$ cat src/rv_pkg.sv
`default_nettype none

package rv_pkg;

	localparam int xlen = 32;

	typedef logic [xlen-1:0] word_t;
	typedef logic [4:0] reg_addr_t;

	// major opcodes of the supported subset
	typedef enum logic [6:0] {
		op_reg    = 7'b0110011,
		op_imm    = 7'b0010011,
		op_load   = 7'b0000011,
		op_store  = 7'b0100011,
		op_branch = 7'b1100011,
		op_jal    = 7'b1101111
	} opcode_t;

	// beq shares its funct3 encoding with add
	localparam logic [2:0] f3_add_sub = 3'b000;
	localparam logic [2:0] f3_slt     = 3'b010;
	localparam logic [2:0] f3_xor     = 3'b100;
	localparam logic [2:0] f3_or      = 3'b110;
	localparam logic [2:0] f3_and     = 3'b111;
	localparam logic [2:0] f3_word    = 3'b010;
	localparam logic [2:0] f3_beq     = 3'b000;
	localparam logic [6:0] f7_sub     = 7'b0100000;

	typedef enum logic [2:0] {
		alu_add,
		alu_sub,
		alu_and,
		alu_or,
		alu_xor,
		alu_slt
	} alu_op_t;

	typedef enum logic [1:0] {
		wb_alu,
		wb_mem,
		wb_link
	} wb_sel_t;

	typedef struct packed {
		logic  valid;
		word_t pc;
		word_t instr;
	} fetch_word_t;

	typedef struct packed {
		logic      valid;
		word_t     pc;
		word_t     rs1_data;
		word_t     rs2_data;
		reg_addr_t rs1;
		reg_addr_t rs2;
		reg_addr_t rd;
		word_t     imm;
		alu_op_t   alu_op;
		logic      use_imm;
		logic      is_load;
		logic      is_store;
		logic      is_branch;
		logic      is_jal;
		logic      reg_write;
		wb_sel_t   wb_sel;
	} decoded_t;

	typedef struct packed {
		logic      valid;
		word_t     result;
		word_t     store_data;
		reg_addr_t rd;
		logic      is_load;
		logic      is_store;
		logic      reg_write;
		wb_sel_t   wb_sel;
	} mem_stage_t;

	typedef struct packed {
		logic      reg_write;
		reg_addr_t rd;
		word_t     data;
	} wb_t;

endpackage

`default_nettype wire

$ cat src/rv_pipe_if.sv
`timescale 1ns/1ps
`default_nettype none

interface rv_pipe_if;
	import rv_pkg::*;

	// load-use hazard seen in decode
	logic stall;
	// taken beq or jal resolved in execute
	logic redirect;
	word_t target;
	// squashes the decode/execute register along with redirect
	logic flush;

	modport fetch_mp (
		input stall,
		input redirect,
		input target
	);

	modport decode_mp (
		output stall,
		input flush
	);

	modport execute_mp (
		output redirect,
		output target,
		output flush
	);

endinterface

`default_nettype wire

$ cat src/fetch_unit.sv
`timescale 1ns/1ps
`default_nettype none

module fetch_unit #(
	parameter rv_pkg::word_t reset_pc = '0
) (
	input  logic                clock,
	input  logic                reset,
	rv_pipe_if.fetch_mp         ctrl,
	output rv_pkg::word_t       imem_addr,
	input  rv_pkg::word_t       imem_data,
	output rv_pkg::fetch_word_t fetched
);
	import rv_pkg::*;

	word_t pc;
	word_t next_pc;
	// low until the first word at reset_pc has been requested
	logic  fetch_live;

	// redirect has priority over stall
	always_comb begin
		if (!fetch_live) begin
			next_pc = pc;
		end else if (ctrl.redirect) begin
			next_pc = ctrl.target;
		end else if (ctrl.stall) begin
			next_pc = pc;
		end else begin
			next_pc = pc + word_t'(4);
		end
	end

	// memory sees the next pc, so the word for pc arrives with it
	assign imem_addr = next_pc;

	always_ff @(posedge clock or negedge reset) begin
		if (!reset) begin
			pc <= reset_pc;
			fetch_live <= 1'b0;
		end else begin
			pc <= next_pc;
			fetch_live <= 1'b1;
		end
	end

	// fetch/decode register
	always_ff @(posedge clock or negedge reset) begin
		if (!reset) begin
			fetched <= '0;
		end else if (ctrl.redirect) begin
			fetched.valid <= 1'b0;
		end else if (!ctrl.stall) begin
			fetched.valid <= fetch_live;
			fetched.pc <= pc;
			fetched.instr <= imem_data;
		end
	end

endmodule

`default_nettype wire

$ cat src/reg_file.sv
`timescale 1ns/1ps
`default_nettype none

module reg_file (
	input  logic              clock,
	input  logic              reset,
	input  rv_pkg::reg_addr_t ra1,
	input  rv_pkg::reg_addr_t ra2,
	output rv_pkg::word_t     rd1,
	output rv_pkg::word_t     rd2,
	input  rv_pkg::wb_t       wb
);
	import rv_pkg::*;

	// x0 has no storage
	word_t regs [1:31];

	always_ff @(posedge clock or negedge reset) begin
		if (!reset) begin
			for (int i = 1; i < 32; i++) begin
				regs[i] <= '0;
			end
		end else if (wb.reg_write && (wb.rd != '0)) begin
			regs[wb.rd] <= wb.data;
		end
	end

	// write-through so decode sees a result retiring this cycle
	assign rd1 = (ra1 == '0) ? '0 : (wb.reg_write && (wb.rd == ra1)) ? wb.data : regs[ra1];
	assign rd2 = (ra2 == '0) ? '0 : (wb.reg_write && (wb.rd == ra2)) ? wb.data : regs[ra2];

endmodule

`default_nettype wire

$ cat src/decode_unit.sv
`timescale 1ns/1ps
`default_nettype none

module decode_unit (
	input  logic                clock,
	input  logic                reset,
	rv_pipe_if.decode_mp        ctrl,
	input  rv_pkg::fetch_word_t fetched,
	input  rv_pkg::wb_t         wb,
	output rv_pkg::decoded_t    decoded
);
	import rv_pkg::*;

	word_t     instr;
	reg_addr_t rs1;
	reg_addr_t rs2;
	logic [2:0] funct3;
	logic [6:0] funct7;
	word_t     rd1;
	word_t     rd2;
	word_t     imm_i;
	word_t     imm_s;
	word_t     imm_b;
	word_t     imm_j;
	decoded_t  next;

	assign instr  = fetched.instr;
	assign rs1    = instr[19:15];
	assign rs2    = instr[24:20];
	assign funct3 = instr[14:12];
	assign funct7 = instr[31:25];

	assign imm_i = {{20{instr[31]}}, instr[31:20]};
	assign imm_s = {{20{instr[31]}}, instr[31:25], instr[11:7]};
	assign imm_b = {{19{instr[31]}}, instr[31], instr[7], instr[30:25], instr[11:8], 1'b0};
	assign imm_j = {{11{instr[31]}}, instr[31], instr[19:12], instr[20], instr[30:21], 1'b0};

	reg_file u_regs (
		.clock (clock),
		.reset (reset),
		.ra1   (rs1),
		.ra2   (rs2),
		.rd1   (rd1),
		.rd2   (rd2),
		.wb    (wb)
	);

	// unknown encodings fall through with no side effects
	always_comb begin
		next = '0;
		next.valid = fetched.valid;
		next.pc = fetched.pc;
		next.rs1_data = rd1;
		next.rs2_data = rd2;
		next.rs1 = rs1;
		next.rs2 = rs2;
		next.rd = instr[11:7];
		next.alu_op = alu_add;
		next.wb_sel = wb_alu;
		case (instr[6:0])
			op_reg: begin
				next.reg_write = 1'b1;
				case (funct3)
					f3_add_sub: next.alu_op = (funct7 == f7_sub) ? alu_sub : alu_add;
					f3_slt: next.alu_op = alu_slt;
					f3_xor: next.alu_op = alu_xor;
					f3_or: next.alu_op = alu_or;
					f3_and: next.alu_op = alu_and;
					default: next.reg_write = 1'b0;
				endcase
			end
			op_imm: begin
				next.imm = imm_i;
				next.use_imm = 1'b1;
				next.reg_write = (funct3 == f3_add_sub);
			end
			op_load: begin
				next.imm = imm_i;
				next.use_imm = 1'b1;
				next.is_load = (funct3 == f3_word);
				next.reg_write = (funct3 == f3_word);
				next.wb_sel = wb_mem;
			end
			op_store: begin
				next.imm = imm_s;
				next.use_imm = 1'b1;
				next.is_store = (funct3 == f3_word);
			end
			op_branch: begin
				next.imm = imm_b;
				next.is_branch = (funct3 == f3_beq);
			end
			op_jal: begin
				next.imm = imm_j;
				next.is_jal = 1'b1;
				next.reg_write = 1'b1;
				next.wb_sel = wb_link;
			end
			default: ;
		endcase
	end

	// a load still in execute has no data to forward yet
	assign ctrl.stall = fetched.valid && decoded.valid && decoded.is_load &&
		(decoded.rd != '0) && ((decoded.rd == rs1) || (decoded.rd == rs2));

	// decode/execute register
	always_ff @(posedge clock or negedge reset) begin
		if (!reset) begin
			decoded <= '0;
		end else if (ctrl.stall || ctrl.flush) begin
			decoded <= '0;
		end else begin
			decoded <= next;
		end
	end

endmodule

`default_nettype wire

$ cat src/execute_unit.sv
`timescale 1ns/1ps
`default_nettype none

module execute_unit (
	input  logic               clock,
	input  logic               reset,
	rv_pipe_if.execute_mp      ctrl,
	input  rv_pkg::decoded_t   decoded,
	input  rv_pkg::wb_t        wb,
	output rv_pkg::mem_stage_t mem_stage,
	output logic               dmem_read,
	output rv_pkg::word_t      dmem_raddr
);
	import rv_pkg::*;

	word_t op_a;
	word_t op_b;
	word_t alu_b;
	word_t alu_out;
	word_t link_addr;
	logic  taken;

	// memory stage wins over writeback and x0 is never forwarded
	function automatic word_t forward(
		input reg_addr_t  rs,
		input word_t      reg_val,
		input mem_stage_t ms,
		input wb_t        w
	);
		word_t val;
		val = reg_val;
		if (rs != '0) begin
			if (ms.valid && ms.reg_write && !ms.is_load && (ms.rd == rs)) begin
				val = ms.result;
			end else if (w.reg_write && (w.rd == rs)) begin
				val = w.data;
			end
		end
		return val;
	endfunction

	assign op_a = forward(decoded.rs1, decoded.rs1_data, mem_stage, wb);
	assign op_b = forward(decoded.rs2, decoded.rs2_data, mem_stage, wb);
	assign alu_b = decoded.use_imm ? decoded.imm : op_b;

	always_comb begin
		case (decoded.alu_op)
			alu_add: alu_out = op_a + alu_b;
			alu_sub: alu_out = op_a - alu_b;
			alu_and: alu_out = op_a & alu_b;
			alu_or: alu_out = op_a | alu_b;
			alu_xor: alu_out = op_a ^ alu_b;
			alu_slt: alu_out = word_t'($signed(op_a) < $signed(alu_b));
			default: alu_out = op_a + alu_b;
		endcase
	end

	// beq compares the forwarded operands and jal always goes
	assign taken = decoded.valid &&
		((decoded.is_branch && (op_a == op_b)) || decoded.is_jal);

	assign ctrl.redirect = taken;
	assign ctrl.flush = taken;
	assign ctrl.target = decoded.pc + decoded.imm;

	// load address leaves one stage early as rs1 plus imm from the alu
	assign dmem_read = decoded.valid && decoded.is_load;
	assign dmem_raddr = alu_out;

	assign link_addr = decoded.pc + word_t'(4);

	// execute/memory register
	always_ff @(posedge clock or negedge reset) begin
		if (!reset) begin
			mem_stage <= '0;
		end else begin
			mem_stage.valid <= decoded.valid;
			mem_stage.result <= (decoded.wb_sel == wb_link) ? link_addr : alu_out;
			mem_stage.store_data <= op_b;
			mem_stage.rd <= decoded.rd;
			mem_stage.is_load <= decoded.is_load;
			mem_stage.is_store <= decoded.is_store;
			mem_stage.reg_write <= decoded.reg_write;
			mem_stage.wb_sel <= decoded.wb_sel;
		end
	end

endmodule

`default_nettype wire

$ cat src/mem_wb_unit.sv
`timescale 1ns/1ps
`default_nettype none

module mem_wb_unit (
	input  logic               clock,
	input  logic               reset,
	input  rv_pkg::mem_stage_t mem_stage,
	input  rv_pkg::word_t      dmem_rdata,
	output logic               dmem_write,
	output rv_pkg::word_t      dmem_waddr,
	output rv_pkg::word_t      dmem_wdata,
	output rv_pkg::wb_t        wb
);
	import rv_pkg::*;

	logic      mw_reg_write;
	reg_addr_t mw_rd;
	wb_sel_t   mw_sel;
	word_t     mw_result;
	word_t     mw_load_data;

	// store goes out during the memory stage
	assign dmem_write = mem_stage.valid && mem_stage.is_store;
	assign dmem_waddr = mem_stage.result;
	assign dmem_wdata = mem_stage.store_data;

	always_ff @(posedge clock or negedge reset) begin
		if (!reset) begin
			mw_reg_write <= 1'b0;
		end else begin
			mw_reg_write <= mem_stage.valid && mem_stage.reg_write;
		end
	end

	always_ff @(posedge clock) begin
		mw_rd <= mem_stage.rd;
		mw_sel <= mem_stage.wb_sel;
		mw_result <= mem_stage.result;
		mw_load_data <= dmem_rdata;
	end

	// link address already sits in the result field
	always_comb begin
		wb.reg_write = mw_reg_write;
		wb.rd = mw_rd;
		case (mw_sel)
			wb_alu, wb_link: wb.data = mw_result;
			wb_mem: wb.data = mw_load_data;
			default: wb.data = mw_result;
		endcase
	end

endmodule

`default_nettype wire

$ cat src/rv_core.sv
`timescale 1ns/1ps
`default_nettype none

module rv_core #(
	parameter rv_pkg::word_t reset_pc = '0
) (
	input  logic          clock,
	input  logic          reset,
	output rv_pkg::word_t imem_addr,
	input  rv_pkg::word_t imem_data,
	output logic          dmem_read,
	output rv_pkg::word_t dmem_raddr,
	input  rv_pkg::word_t dmem_rdata,
	output logic          dmem_write,
	output rv_pkg::word_t dmem_waddr,
	output rv_pkg::word_t dmem_wdata
);
	import rv_pkg::*;

	fetch_word_t fetched;
	decoded_t    decoded;
	mem_stage_t  mem_stage;
	wb_t         wb;

	rv_pipe_if ctrl ();

	fetch_unit #(
		.reset_pc(reset_pc)
	) u_fetch (
		.clock     (clock),
		.reset     (reset),
		.ctrl      (ctrl.fetch_mp),
		.imem_addr (imem_addr),
		.imem_data (imem_data),
		.fetched   (fetched)
	);

	decode_unit u_decode (
		.clock   (clock),
		.reset   (reset),
		.ctrl    (ctrl.decode_mp),
		.fetched (fetched),
		.wb      (wb),
		.decoded (decoded)
	);

	execute_unit u_execute (
		.clock      (clock),
		.reset      (reset),
		.ctrl       (ctrl.execute_mp),
		.decoded    (decoded),
		.wb         (wb),
		.mem_stage  (mem_stage),
		.dmem_read  (dmem_read),
		.dmem_raddr (dmem_raddr)
	);

	mem_wb_unit u_mem_wb (
		.clock      (clock),
		.reset      (reset),
		.mem_stage  (mem_stage),
		.dmem_rdata (dmem_rdata),
		.dmem_write (dmem_write),
		.dmem_waddr (dmem_waddr),
		.dmem_wdata (dmem_wdata),
		.wb         (wb)
	);

endmodule

`default_nettype wire

$ cat config.mk
export PLATFORM = sky130hd
export DESIGN_NAME = rv_core
export DESIGN_NICKNAME = d
export VERILOG_FILES = /design/src/rv_pkg.sv /design/src/rv_pipe_if.sv /design/src/fetch_unit.sv /design/src/reg_file.sv /design/src/decode_unit.sv /design/src/execute_unit.sv /design/src/mem_wb_unit.sv /design/src/rv_core.sv
export SDC_FILE = /design/constraint.sdc
export NUM_CORES = 2
export LEC_CHECK = 0
export BUFFER_PORTS_ARGS = -buffer_cell sky130_fd_sc_hd__buf_2
export CORE_UTILIZATION = 50
export DETAILED_ROUTE_END_ITERATION = 16
export GPL_ROUTABILITY_DRIVEN = 1
export PLACE_DENSITY = 0.68
export SYNTH_ARGS = -nofsm -noshare
export SYNTH_HDL_FRONTEND = slang
export SYNTH_HIERARCHICAL = 1
export SYNTH_SLANG_ARGS = --single-unit
$ cat constraint.sdc
create_clock -name clock -period 5.3 [get_ports clock]
set_input_delay 0.795 -clock clock [delete_from_list [all_inputs] [get_ports clock]]
set_output_delay 0.795 -clock clock [all_outputs]
set_load 0.02 [all_outputs]
==> out/qor.yml <==
worst_setup_path:
  startpoint: "u_decode/decoded[52]"
  max_stage_delay_ps: 480
  arrival_ps: 5530
  worst_setup_path_start_kind: "flip-flop"
  cp.required_ps: 4510
  rr_startpoint: "u_decode/decoded[51]"
  crit_top_cell: "buf_4"
  crit_path_max_fanout: 3
  crit_slowest_cell: "o211ai_1"
  cp_cell_sequence: "xnor2_1 -> nand4_1 -> buf_4 -> or2_1 -> and2_4 -> a22oi_2 -> o21ai_2 -> nor2_2 -> a21oi_2 -> ha_1 -> a21o_1 -> a21oi_4 -> o21a_1 -> o31a_1 -> buf_6 -> o211a_4 -> o211ai_1 -> buf_4 -> o21ai_2 -> o21ai_1 -> buf_4 -> nand3_4 -> buf_6"
  critPathCaptureType: "output pin"
  path_class: "flip-flop to output pin"
  cp_top_family: "compound AO/OA/AOI/OAI gates"
  crit_buf_inv: 5
  r2r-end: "u_execute/mem_stage[55]"
  r2r_slack_ps: 210
  reg2reg_depth: 22
clocking:
  clkLatencyLatePin_ps: 820
  htreeDepth: 4
  cts_max_path_buffers: 3
  numCtsBuffers: 152
  cts.clk_slew.worst_paths_ps: 60
  cts_tree: "built"
  numClockSinks: 1380
  root_buffer: "clkbuf_16"
grt:
  grt_pass1_wl_um: 413000
  antenna_found_initial: 9
  grt_usage_pct: 35.6
  grt_max_degree: 125
  grt_pass1_vias: 60058
  overflow: 0
routing:
  wirelength_met1_um: 107000
  vias_per_cell: 6.64
  drtIter0Drc: 6572
  wl_um: 283000
  vias: 59598
  drc: 0
  routed.top_layer: "met5"
  first_pass_iters: 6
  met2_length_um: 129000
  wl_met3_um: 27300
  detail-route-antenna-nets: 0
  avgRoutedWirePerCell_um: 31.6
pwr:
  irDropWorstVdd_uv: 339
  power_density_mw_per_mm2: 290
  p_leak_uw: 0.0432
timing:
  worst_pin_slew_ps: 1330
  fmax_mhz: 158
  min_period_ps: 6330
  finalSetupTns_ps: -43690
  skew_ps: 45.7
  finalWorstSetupSlack_ps: -1030
  rsz0062_at_grt: "yes"
  finalSetupViolCount: 62
  final_max_slew_viol_count: 0
  hold_viol: 0
  fin_crit_sh_pct: 119
  slew_headroom_pct: 10.8
worst_hold_path:
  hold_depth: 1
  hold_end: "u_mem_wb/mw_load_data[7]"
  min_path_type: "input port to flip-flop"
  holdCritStartpoint: "dmem_rdata[7]"
layout:
  multi_input_area_mm2: 0.0429
  fill_cells: 12183
  nets: 6985
  finalNonFillerCells: 8971
  drive_gt1_share_pct: 47.1
  ff_latch_area_mm2: 0.0342
  area_growth_pct: 18.9
  finish.utilization_pct: 59.8
logic_synthesis:
  yosysSeqAreaShare_pct: 43.5
  syn_area_per_cell_um2: 12.4
  synthFlopType: "dfrtp_1"
  async_reset_ff_share_pct: 94.9
  synth_edf_count: 0
  ys_ff_latch: 1380
  yosysUniqueCellTypes: 122
  ys_warn_count: 6
  syn_inst: 6329
  syn_area_mm2: 0.0785
  syn_nets: 6527
flow_run:
  cap_viol_max_count: 0
floorplanning:
  floorplan.initialDensity_pct: 50.3
  coreArea_mm2: 0.156
  die_area_mm2: 0.159
  ioPinCount: 196
  fp.dieH_um: 398
  row_count: 145
  die_w_um: 398
place:
  dpl.cell_count: 8549
  place_congestion: 1.03
  dpl.hpwl_um: 185000
  portBuffers: 195
outcome:
  status: "finished, violations left"
  violations: "setup timing"
==> cells in the final DEF (no fill, tap or decap), types with 52 or more instances in the layout <==
cell type / count
dfrtp_1: 1297
mux2_2: 1179
buf_4: 643
mux4_2: 426
a21oi_1: 242
nor2_1: 216
nand2_1: 211
clkbuf_16: 155
inv_1: 133
buf_2: 132
nand2b_1: 126
buf_6: 111
nor3_1: 111
xnor2_1: 110
ha_1: 106
a211oi_1: 105
mux2i_1: 79
a221oi_1: 73
dfxtp_1: 69
o21ai_0: 63
a221o_1: 53
a22o_1: 52
a21oi_2: 52
==> repair_timing <==
action	4_1_cts	5_1_grt
hold buffers	1	0
setup buffers	118	55
cloned	6	1
setup endpoints to repair	63	66
hold endpoints to repair	4	0
gates resized for setup	504	133
pin swaps	200	150
==> routing by layer <==
layer	vias up	global-route usage, %
li1	24571	-
met1	30814	45.0
met2	3273	54.4
met3	930	9.51
met4	10	21.9
met5	-	0
==> sequential cells by signal, summed over array words and instances, names as in the netlist, 5 cells and up <==
name and count:
u_fetch/pc 32, u_mem_wb/mw_result 32, u_decode/decoded 143, u_decode/u_regs/regs 992, u_fetch/fetched 65, u_mem_wb/mw_load_data 32, u_mem_wb/mw_rd 5, u_execute/mem_stage 75
==> synth_stat cells (all sizes together) (12+ instances only) <==
cell,n,area (um^2)
o211ai,13,97.6
a2111oi,18,186
and3,20,131
nand2b,131,827
nor2,254,977
ha,129,1610
dfrtp,1309,32800
a221oi,86,778
mux2,1230,14000
nand3,46,235
and2,28,175
mux2i,79,791
nor3,128,679
xnor2,115,1010
nor2b,40,258
inv,139,522
nand4,34,234
a22oi,60,450
a221o,53,531
o22ai,64,420
a31oi,43,269
o31ai,21,168
nor4,15,100
o41ai,18,158
clkbuf,302,1140
nor3b,13,113
o21bai,33,248
a21o,38,285
or2,17,106
o21ai,126,642
mux4,430,9700
a22o,52,455
a211oi,112,846
o2bb2ai,12,105
dfxtp,71,1420
nand2,243,912
a21oi,302,1550
xor2,37,324
buf,331,2100
==> power breakdown <==
group | switching (uW) | internal [uW]
Sequential | 389 | 10800
Clock | 4720 | 6470
Combinational | 2850 | 1800
==> through the flow <==
step / power, uW / setup WS (ps) / hold WS, ps / area (um^2)
finish: 27100 / -1030 / 56.3 / 93300
global route: 27900 / -1120 / 35.9 / 93300
CTS: 26900 / -934 / 23.5 / 92400
detailed placement: 15400 / -554 / 334 / 84100
global placement: 15400 / -475 / 329 / 84100
floorplan: 13500 / 4.99 / 324 / 78500
==> worst max path at each step <==
stage	to	cells after the start
final	dmem_raddr[25]	23
after global routing	dmem_raddr[25]	24
after CTS	dmem_raddr[26]	23
after detailed placement	dmem_raddr[28]	26
after global placement	dmem_raddr[27]	19
after floorplan	dmem_raddr[27]	20
==> logic make-up after synthesis <==
| kind of cell | count (synthesis) | share of synthesized area [%] |
|---|---|---|
| compound gates | 1134 | 10.1 |
| simple gates | 1015 | 6.57 |
| other cells | 1 | 0.00478 |
| xor+xnor | 152 | 1.70 |
| fa+ha+maj | 132 | 2.13 |
| buf+inv | 776 | 4.81 |
| flops | 1380 | 43.5 |
| mux | 1739 | 31.2 |
==> final cells by class <==
cell class / count / share of cell area, %
antenna: 3 / 0.00805
clock buffer: 217 / 4.78
clock inverter: 60 / 0.893
inverter: 143 / 0.594
multi-input combinational: 4173 / 46.0
sequential: 1380 / 36.7
tap: 2058 / 2.76
timing repair buffer: 937 / 8.31
(Power assumes the default switching activity.)
